## src/hw/uart_alu_pkg.sv

```systemverilog
package uart_alu_pkg;

    // =========================================================
    // widths and opcodes
    // =========================================================
    parameter int DATA_W = 8;

    typedef logic [5:0] op_t;

    localparam op_t OP_ADD = 6'b100000;
    localparam op_t OP_SUB = 6'b100010;
    localparam op_t OP_AND = 6'b100100;
    localparam op_t OP_OR  = 6'b100101;
    localparam op_t OP_XOR = 6'b100110;
    localparam op_t OP_NOR = 6'b100111;
    localparam op_t OP_SRA = 6'b000011;
    localparam op_t OP_SRL = 6'b000010;

    // =========================================================
    // controller request and state
    // =========================================================
    typedef struct packed {
        logic [DATA_W-1:0] a;
        logic [DATA_W-1:0] b;
        op_t               op;
    } alu_req_t;

    typedef enum logic [2:0] {
        ST_GET_A  = 3'd0,
        ST_GET_B  = 3'd1,
        ST_GET_OP = 3'd2,
        ST_LATCH  = 3'd3,
        ST_SEND   = 3'd4
    } ctrl_state_t;

endpackage

```

## src/hw/baud_tick_gen.sv

```systemverilog
module baud_tick_gen #(
    parameter int CLK_DIV = 27
) (
    input  logic clk,
    input  logic rst,
    output logic o_tick
);

    localparam int CNT_W = (CLK_DIV > 1) ? $clog2(CLK_DIV) : 1;
    localparam logic [CNT_W-1:0] RELOAD = CNT_W'(CLK_DIV - 1);

    logic [CNT_W-1:0] cnt;

    always_ff @(posedge clk or negedge rst) begin
        if (!rst) begin
            cnt    <= RELOAD;
            o_tick <= 1'b0;
        end else if (cnt == '0) begin
            cnt    <= RELOAD;              // one strobe per CLK_DIV cycles
            o_tick <= 1'b1;
        end else begin
            cnt    <= cnt - 1'b1;
            o_tick <= 1'b0;
        end
    end

endmodule

```

## src/hw/uart_rx.sv

```systemverilog
module uart_rx (
    input  logic                            clk,
    input  logic                            rst,
    input  logic                            i_tick,
    input  logic                            i_rx_line,
    output logic                            o_rx_done,
    output logic [uart_alu_pkg::DATA_W-1:0] o_rx_data
);

    import uart_alu_pkg::*;

    typedef enum logic [1:0] {
        RX_IDLE,
        RX_START,
        RX_DATA,
        RX_STOP
    } rx_state_t;

    rx_state_t         state;
    logic              rx_meta;
    logic              rx_s;
    logic              rx_prev;
    logic [3:0]        tick_cnt;
    logic [2:0]        bit_cnt;
    logic [DATA_W-1:0] shreg;

    // two flop sync plus one for edge detect
    always_ff @(posedge clk or negedge rst) begin
        if (!rst) begin
            rx_meta <= 1'b1;
            rx_s    <= 1'b1;
            rx_prev <= 1'b1;
        end else begin
            rx_meta <= i_rx_line;
            rx_s    <= rx_meta;
            rx_prev <= rx_s;
        end
    end

    always_ff @(posedge clk or negedge rst) begin
        if (!rst) begin
            state     <= RX_IDLE;
            tick_cnt  <= '0;
            bit_cnt   <= '0;
            o_rx_done <= 1'b0;
        end else begin
            o_rx_done <= 1'b0;
            case (state)
                RX_IDLE: begin
                    if (rx_prev && !rx_s) begin    // falling edge only
                        state    <= RX_START;
                        tick_cnt <= '0;
                    end
                end
                RX_START: begin
                    if (i_tick) begin
                        if (tick_cnt == 4'd7) begin
                            tick_cnt <= '0;
                            bit_cnt  <= '0;
                            state    <= rx_s ? RX_IDLE : RX_DATA; // glitch check
                        end else begin
                            tick_cnt <= tick_cnt + 1'b1;
                        end
                    end
                end
                RX_DATA: begin
                    if (i_tick) begin
                        tick_cnt <= tick_cnt + 1'b1;
                        if (tick_cnt == 4'd15) begin
                            bit_cnt <= bit_cnt + 1'b1;
                            if (bit_cnt == 3'd7) begin
                                state <= RX_STOP;
                            end
                        end
                    end
                end
                RX_STOP: begin
                    if (i_tick) begin
                        tick_cnt <= tick_cnt + 1'b1;
                        if (tick_cnt == 4'd15) begin
                            o_rx_done <= rx_s;     // bad stop bit drops the byte
                            state     <= RX_IDLE;
                        end
                    end
                end
                default: state <= RX_IDLE;
            endcase
        end
    end

    // data shift, lsb first
    always_ff @(posedge clk) begin
        if (state == RX_DATA && i_tick && tick_cnt == 4'd15) begin
            shreg <= {rx_s, shreg[DATA_W-1:1]};
        end
    end

    assign o_rx_data = shreg;

endmodule

```

## src/hw/uart_tx.sv

```systemverilog
module uart_tx (
    input  logic                            clk,
    input  logic                            rst,
    input  logic                            i_tick,
    input  logic                            i_tx_start,
    input  logic [uart_alu_pkg::DATA_W-1:0] i_tx_data,
    output logic                            o_tx_line,
    output logic                            o_tx_done
);

    import uart_alu_pkg::*;

    typedef enum logic [1:0] {
        TX_IDLE,
        TX_ARM,
        TX_SEND
    } tx_state_t;

    tx_state_t       state;
    logic [3:0]      tick_cnt;
    logic [3:0]      bit_cnt;              // 0 start, 1..8 data, 9 stop
    logic [DATA_W:0] shreg;                // data plus stop bit

    always_ff @(posedge clk or negedge rst) begin
        if (!rst) begin
            state     <= TX_IDLE;
            tick_cnt  <= '0;
            bit_cnt   <= '0;
            o_tx_line <= 1'b1;
            o_tx_done <= 1'b0;
        end else begin
            o_tx_done <= 1'b0;
            case (state)
                TX_IDLE: begin
                    o_tx_line <= 1'b1;
                    if (i_tx_start) begin
                        state <= TX_ARM;
                    end
                end
                TX_ARM: begin
                    if (i_tick) begin
                        o_tx_line <= 1'b0;         // start bit
                        tick_cnt  <= '0;
                        bit_cnt   <= '0;
                        state     <= TX_SEND;
                    end
                end
                TX_SEND: begin
                    if (i_tick) begin
                        tick_cnt <= tick_cnt + 1'b1;
                        if (tick_cnt == 4'd15) begin
                            if (bit_cnt == 4'd9) begin
                                o_tx_done <= 1'b1;
                                state     <= TX_IDLE;
                            end else begin
                                o_tx_line <= shreg[0];
                                bit_cnt   <= bit_cnt + 1'b1;
                            end
                        end
                    end
                end
                default: state <= TX_IDLE;
            endcase
        end
    end

    always_ff @(posedge clk) begin
        if (state == TX_IDLE && i_tx_start) begin
            shreg <= {1'b1, i_tx_data};
        end else if (state == TX_SEND && i_tick && tick_cnt == 4'd15) begin
            shreg <= {1'b1, shreg[DATA_W:1]};
        end
    end

endmodule

```

## src/hw/alu.sv

```systemverilog
module alu (
    input  uart_alu_pkg::alu_req_t          i_req,
    output logic [uart_alu_pkg::DATA_W-1:0] o_result
);

    import uart_alu_pkg::*;

    logic [2:0] shamt;

    assign shamt = i_req.b[2:0];           // shifts use low three bits

    always_comb begin
        case (i_req.op)
            OP_ADD: o_result = i_req.a + i_req.b;  // wraps mod 256
            OP_SUB: o_result = i_req.a - i_req.b;
            OP_AND: o_result = i_req.a & i_req.b;
            OP_OR:  o_result = i_req.a | i_req.b;
            OP_XOR: o_result = i_req.a ^ i_req.b;
            OP_NOR: o_result = ~(i_req.a | i_req.b);
            OP_SRA: o_result = DATA_W'($signed(i_req.a) >>> shamt);
            OP_SRL: o_result = i_req.a >> shamt;
            default: o_result = '0;
        endcase
    end

endmodule

```

## src/hw/alu_uart_ctrl.sv

```systemverilog
module alu_uart_ctrl (
    input  logic                            clk,
    input  logic                            rst,
    input  logic                            i_rx_done,
    input  logic [uart_alu_pkg::DATA_W-1:0] i_rx_data,
    input  logic [uart_alu_pkg::DATA_W-1:0] i_alu_result,
    output uart_alu_pkg::alu_req_t          o_req,
    output logic                            o_tx_start,
    output logic [uart_alu_pkg::DATA_W-1:0] o_tx_data,
    output logic [3:0]                      o_led
);

    import uart_alu_pkg::*;

    ctrl_state_t       state;
    ctrl_state_t       next_state;
    logic              next_tx_start;
    logic [DATA_W-1:0] next_tx_data;
    alu_req_t          next_req;

    // =========================================================
    // registers
    // =========================================================
    always_ff @(posedge clk or negedge rst) begin
        if (!rst) begin
            state      <= ST_GET_A;
            o_tx_start <= 1'b0;
            o_led      <= '0;
        end else begin
            o_led      <= {1'b0, state};   // one cycle behind
            state      <= next_state;
            o_tx_start <= next_tx_start;
        end
    end

    always_ff @(posedge clk) begin
        o_req     <= next_req;
        o_tx_data <= next_tx_data;
    end

    // =========================================================
    // next state
    // =========================================================
    always_comb begin
        next_state    = state;
        next_tx_start = 1'b0;
        next_tx_data  = o_tx_data;
        next_req      = o_req;
        case (state)
            ST_GET_A: begin
                if (i_rx_done) begin
                    next_req.a = i_rx_data;
                    next_state = ST_GET_B;
                end
            end
            ST_GET_B: begin
                if (i_rx_done) begin
                    next_req.b = i_rx_data;
                    next_state = ST_GET_OP;
                end
            end
            ST_GET_OP: begin
                if (i_rx_done) begin
                    next_req.op = i_rx_data[5:0];   // top two bits ignored
                    next_state  = ST_LATCH;
                end
            end
            ST_LATCH: begin
                next_tx_data  = i_alu_result;
                next_tx_start = 1'b1;               // high during ST_SEND
                next_state    = ST_SEND;
            end
            ST_SEND: next_state = ST_GET_A;
            default: next_state = ST_GET_A;
        endcase
    end

endmodule

```

## src/hw/uart_alu_top.sv

```systemverilog
module uart_alu_top #(
    parameter int CLK_DIV = 27
) (
    input  logic       clk,
    input  logic       rst,
    input  logic       i_rx_line,
    output logic       o_tx_line,
    output logic [3:0] o_led
);

    import uart_alu_pkg::*;

    logic              tick;
    logic              rx_done;
    logic [DATA_W-1:0] rx_data;
    alu_req_t          req;
    logic [DATA_W-1:0] result;
    logic              tx_start;
    logic [DATA_W-1:0] tx_data;
    logic              tx_done;            // ctrl does not wait on it

    baud_tick_gen #(
        .CLK_DIV (CLK_DIV)
    ) u_baud_tick_gen (
        .clk    (clk),
        .rst    (rst),
        .o_tick (tick)
    );

    uart_rx u_uart_rx (
        .clk       (clk),
        .rst       (rst),
        .i_tick    (tick),
        .i_rx_line (i_rx_line),
        .o_rx_done (rx_done),
        .o_rx_data (rx_data)
    );

    alu_uart_ctrl u_alu_uart_ctrl (
        .clk          (clk),
        .rst          (rst),
        .i_rx_done    (rx_done),
        .i_rx_data    (rx_data),
        .i_alu_result (result),
        .o_req        (req),
        .o_tx_start   (tx_start),
        .o_tx_data    (tx_data),
        .o_led        (o_led)
    );

    alu u_alu (
        .i_req    (req),
        .o_result (result)
    );

    uart_tx u_uart_tx (
        .clk        (clk),
        .rst        (rst),
        .i_tick     (tick),
        .i_tx_start (tx_start),
        .i_tx_data  (tx_data),
        .o_tx_line  (o_tx_line),
        .o_tx_done  (tx_done)
    );

endmodule

```

## config.mk

```make
export PLATFORM = sky130hd
export DESIGN_NAME = uart_alu_top
export DESIGN_NICKNAME = d
export VERILOG_FILES = /design/src/hw/uart_alu_pkg.sv /design/src/hw/baud_tick_gen.sv /design/src/hw/uart_rx.sv /design/src/hw/uart_tx.sv /design/src/hw/alu.sv /design/src/hw/alu_uart_ctrl.sv /design/src/hw/uart_alu_top.sv
export SDC_FILE = /design/constraint.sdc
export NUM_CORES = 1
export LEC_CHECK = 0
export ABC_AREA = 1
export BUFFER_PORTS_ARGS = -buffer_cell sky130_fd_sc_hd__buf_2
export CAP_MARGIN = 40
export CORE_ASPECT_RATIO = 1.2
export CORE_MARGIN = 2
export CORE_UTILIZATION = 57
export DETAILED_ROUTE_END_ITERATION = 10
export GPL_TIMING_DRIVEN = 0
export HOLD_SLACK_MARGIN = 0.12
export PLACE_DENSITY = 0.76
export SLEW_MARGIN = 30
export SYNTH_ARGS = -nofsm -noshare
export SYNTH_HDL_FRONTEND = slang
export SYNTH_SLANG_ARGS = --single-unit
```

## constraint.sdc

```tcl
create_clock -name clk -period 2.4 [get_ports clk]
set_input_delay 0.36 -clock clk [delete_from_list [all_inputs] [get_ports clk]]
set_output_delay 0.36 -clock clk [all_outputs]
set_load 0.03 [all_outputs]
```

Word level (Yosys, flattened, before mapping)
Cells that the tools add are included.
- word-level logic and storage cells: 152
- input bits: 3
- bits in registers: 83
- reduce and logical (&&, ||, !) cells: 27
- mux-type cells: 51
- equal/unequal tests: 39
- add/subtract/negate cells: 7
- bitwise logic cells: 4
- shifts and indexed selects: 2
- operators by type and width (operator ; count):
    $pmux 8 s8 ; 1
    $eq 6x6->1 const B ; 6
    $mux 4 ; 9
    $mux 2 ; 14
    $ne 2x2->1 const B ; 11
    $mux 3 ; 7
    $reduce_and 5->1 ; 4
    $mux 8 ; 2
    $pmux 4 s2 ; 2
    $ne 2x1->1 const B ; 7
    $add 4x1->4 const B ; 3
    $eq 4x4->1 const B ; 3
    $eq 6x2->1 const B ; 2
    $pmux 3 s4 ; 1
    $pmux 4 s3 ; 1
    $mux 1 ; 9
    $reduce_and 3->1 ; 3
    $add 8x8->8 ; 1
    $and 8x8->8 ; 1
    $not 8->8 ; 1
    $or 8x8->8 ; 1
    $pmux 2 s4 ; 1
    $reduce_and 8->1 ; 1
    $shr 8x3->8 ; 1
    24 further kinds ; 38

Logic depth before layout (Yosys ltp)
- word-level depth: 5
- gate-level depth with buffers: 18
- gate-level depth less buffers: 17

Modules after synthesis
From an unflattened synthesis, not the netlist that was laid out.
- cells, all modules: 581
- area, all modules: 4966.0 um^2
- by module, submodules not included (module ; times used ; area each (um^2) ; cells each ; seq. area each (um^2)):
    alu ; 1 ; 1584.0 ; 287 ; 0.0
    alu_uart_ctrl ; 1 ; 1171.1 ; 56 ; 1076.0
    uart_tx ; 1 ; 1032.2 ; 122 ; 541.8
    uart_rx ; 1 ; 910.9 ; 85 ; 569.3
    baud_tick_gen ; 1 ; 267.8 ; 31 ; 153.9

Worst setup path after synthesis
Ideal clock, no wire load.
- kind: register to register
- from: register u_alu_uart_ctrl.o_req[6] in the netlist's numbering
- to: register u_alu_uart_ctrl.o_tx_data[7] in the netlist's numbering (data pin)
- stages on the path, launching flop included: 17
- library setup time: 0.253 ns
- slack: 0.077 ns
- required time: 2.147 ns
- clock period less this slack: 2.323 ns
- arrival time: 2.070 ns
- cell sequence: edfxtp_1 buf_4 inv_1 ha_1 inv_1 nor3_1 or2_1 xor2_1 ha_1 nand2_1 nand2_1 nand2_1 nand2_1 a21oi_1 nand3_1 nand3_1 nand2_1
- cells in the longest elaborated chain, start to end: 2
- elaborated cells between the ends (all ways): 5
- those cells by class: 2 x add/sub; 2 x shift; 1 x mux
- RTL lines (item ; line ; RTL):
    from (decl) ; alu_uart_ctrl.sv:7 ; output uart_alu_pkg::alu_req_t o_req,
    from (signal assigned) ; alu_uart_ctrl.sv:37 ; o_req <= next_req;
    $sub 8x8->8, or another cell as far along ; alu.sv:15 ; OP_SUB: o_result = i_req.a - i_req.b;
    $pmux 8 s8 * ; alu.sv:13 ; case (i_req.op)
    named net result[7] ; uart_alu_top.sv:17 ; logic [DATA_W-1:0] result;
    to (signal assigned) ; alu_uart_ctrl.sv:38 ; o_tx_data <= next_tx_data;
    to (decl) ; alu_uart_ctrl.sv:9 ; output logic [uart_alu_pkg::DATA_W-1:0] o_tx_data,
Mark *: on every way through the listed nets, which the timed path passes. The rest lies on a longest branch.
A chain may end at the register's enable or synchronous reset.

Worst setup path in the final report
- from: register u_alu_uart_ctrl.o_req[7] in the netlist's numbering
- to: register u_alu_uart_ctrl.o_tx_data[5] in the netlist's numbering (data pin)
The elaborated chain is that of the path after synthesis.

==> results.tsv <==
metric	value	unit
overall fraction of global-route tracks in use	22.3	%
Post-Syn Nets	573	
final core utilization	66.7	%
syn avg cell area	8.75	um^2
initial antenna violation count	0	
IO Pins	8	
endpoints failing hold	0	
Max Freq	416	MHz
combined area of the multi-input logic cells	2160	um^2
Die X	87.0	um
clock root buffer	clkbuf_8	
HPWL after DPL	6.78	mm
FILL cells	650	
Worst Min Path Start	u_uart_rx.rx_meta$_DFF_PN1_	
Antenna Violating Nets Remaining	0	
H-tree levels	3	
dpl cells	640	
CP max FO	5	
TritonCTS clock tree	yes	
max-slew violations	0	
area grow syn2layout	14.2	%
post-route clock period utilization	100	%
mean routed wirelength per cell	13.9	um
Sequential Area	2320	um^2
CTS Sinks	83	
Die Y	104	um
failing checks	negative setup slack	
asr flop ratio synth	44.6	%
Initial Util	58.4	%
RSZ-0062 raised after global routing	true	
Residual DRC	0	
FP Rows	36	
min Tclk post-route	2.40	ns
Setup crit end kind	flip-flop	
WP data required	2.49	ns
Max-Cap Viols	0	
vias per cell	5.31	
die area	9010	um^2
clk slew on worst S/H paths	0.08	ns
ANT cells	0	
cts bufs inserted	9	
Seq cells post-synth	83	
maximum VDD drop	0.425	mV
CP Launch Point	u_alu_uart_ctrl.o_req[7]$_DFFE_PP_	
initial DRC count	246	
Synth Flop Type	edfxtp_1	
Port Buffers	6	
Min-Delay Path Class	reg2reg	
clk_lat worst skew	0.36	ns
Sum Neg Setup Slack	-0.00244	ns
Routability Congestion	0.914	
Critical R2R Launch	u_alu_uart_ctrl.o_req[7]$_DFFE_PP_	
cell area after synthesis	4710	um^2
worst setup path class	reg2reg	
Worst Slack Setup Final	-0.00244	ns
Non-Filler Instances	678	
total gr overflow	0	
Final Skew	0.0147	ns
Yosys Warn Count	0	
Routed WL	9.44	mm
core area	8060	um^2
pin count of the biggest net entering global routing	38	
Layout Nets	613	
post-synthesis sequential area ratio	49.2	%
share of cells above drive strength 1	19.6	%
Post-synth EDFFs	46	
worst path arrival time	2.49	ns
outcome	finished, violations left	
CTS Buffer Depth	2	
Worst Setup Start Kind	flip-flop	
Worst Tran Pin Value	0.723	ns
setup violators final	1	
Leak	2.48	nW
first-pass GRT wire length	16.1	mm
via count	3598	
vias in the first global route	3660	
1st-pass router iterations	4	
Cells after Synth	538	
Cell Pwr Density	512	nW/um^2
Worst slew margin	51.5	%
Netlist cell types	42	
synth_stat cells (all sizes together) (2+ instances only):
cell type,number,share of area (%)
a21oi,16,1.8
buf,7,1.3
dfrtp,30,16
dfstp,7,3.9
edfxtp,46,29
ha,31,8.2
inv,73,5.9
nand2,159,13
nand3,31,3.8
nand3b,2,0.32
nand4,5,0.66
nor2,54,5.3
nor3,6,0.64
o211ai,7,1.1
o21ai,36,4.0
o22ai,4,0.53
or2,4,0.53
xnor2,2,0.37
xor2,9,1.7
cell usage in the layout (no fill, tap or decap), drive strengths merged:
master,instances
a21o,1
a21oi,16
a22o,1
buf,32
clkbuf,12
clkdlybuf4s18,1
clkinv,1
conb,1
dfrtp,30
dfstp,7
dlygate4sd3,2
edfxtp,46
fa,1
ha,31
inv,78
nand2,159
nand3,31
nand3b,2
nand4,5
nor2,54
nor3,6
nor3b,1
nor4,1
o211ai,7
o21ai,36
o21bai,1
o22ai,4
o31ai,1
or2,4
xnor2,2
xor2,9
kinds of logic (layout without fill, tap and decap cells):
logic type	Yosys count	after routing	synth area share (%)
xor gates and xnor gates	11	11	2.05
DFF	83	83	49.2
AOI/OAI and AO/OA	67	67	8.18
other	1	1	0.0796
adders and majority gates	32	32	8.66
and+or+nand+nor	263	263	24.6
buffers and inverters	81	126	7.25
state kept, by name, summed over array words and instances (netlist names), 4 cells and up, named ones only:
| register | cells |
|---|---|
| u_uart_tx.shreg | 8 |
| u_uart_tx.bit_cnt | 4 |
| u_uart_rx.tick_cnt | 4 |
| u_alu_uart_ctrl.o_tx_data | 8 |
| u_uart_rx.o_rx_data | 8 |
| u_baud_tick_gen.cnt | 5 |
| u_alu_uart_ctrl.o_req | 22 |
| u_uart_tx.tick_cnt | 4 |
critical path, cell delays in order (launching register included):
cell and delay [ns]:
edfxtp_1 0.41, buf_6 0.15, inv_8 0.05, ha_4 0.14, inv_4 0.04, buf_4 0.12, nand2_2 0.06, xor2_1 0.20
ha_1 0.33, a21oi_2 0.16, nand2_2 0.13, nand2_1 0.10, nand3b_1 0.08, nand3_1 0.09, nand3_1 0.09
through the flow:
step,total power [W],cell area [um^2],hold WS (ns),worst slack (ns)
2_1_floorplan,0.00172,4710,0.0644,0.0770
4_1_cts,0.00278,5190,0.360,-0.0316
5_1_grt,0.00288,5380,0.362,-0.145
3_3_place_gp,0.00176,4860,0.346,-0.195
3_5_place_dp,0.00177,4870,0.348,-0.264
6_report,0.00275,5380,0.358,-0.00244
metal layers:
metal | routed length (um) | vias up | share of wire, % | track usage, %
met3 | 303 | 21 | 3.2 | 4.22
met1 | 3960 | 1694 | 42 | 27.4
met4 | 235 | 0 | 2.5 | 8.82
li1 | - | 1827 | - | -
met5 | 0 | - | 0 | 0
met2 | 4940 | 56 | 52 | 38.0
where the power goes:
part	leakage, nW	switching (W)	internal (W)	total [W]
clock network	0.105	0.000545	0.000456	0.00100
logic	1.49	0.000134	0.0000709	0.000205
registers	0.885	0.0000298	0.00152	0.00155
total	2.48	0.000709	0.00205	0.00275
layout make-up:
cell class / instances / area share [%]
Sequential cell: 83 / 43.1
Multi-Input combinational cell: 374 / 40.1
Inverter: 73 / 5.33
Timing Repair Buffer: 31 / 4.70
Clock buffer: 10 / 2.77
Tap cell: 95 / 2.21
Clock inverter: 6 / 0.908
Buffer: 6 / 0.861
repair_timing:
| item | CTS | global route |
|---|---|---|
| setup endpoints to repair | 5 | 6 |
| resized for setup | 11 | 29 |
| buffers inserted | 9 | 12 |
| hold buffers | 2 | 0 |
| pin swaps | 8 | 26 |
| endpoints found under the hold margin | 31 | 0 |
worst paths after layout:
| path | end | slack (ns) | cells past startpoint |
|---|---|---|---|
| setup / recovery | u_alu_uart_ctrl.o_tx_data[5]$_DFFE_PP_ | -0.002 | 14 |
| hold / removal | u_uart_rx.rx_s$_DFF_PN1_ | 0.36 | 0 |
| setup reg to reg | u_alu_uart_ctrl.o_tx_data[5]$_DFFE_PP_ | -0.002 | 14 |
| hold reg to reg | u_uart_rx.rx_s$_DFF_PN1_ | 0.36 | 0 |
| max in group asynchronous | u_uart_rx.rx_meta$_DFF_PN1_ | 1.54 | 3 |
| min in group asynchronous | u_uart_tx.bit_cnt[3]$_DFFE_PN0P_ | 0.38 | 2 |
No activity file was read; power rests on OpenSTA's default activity.
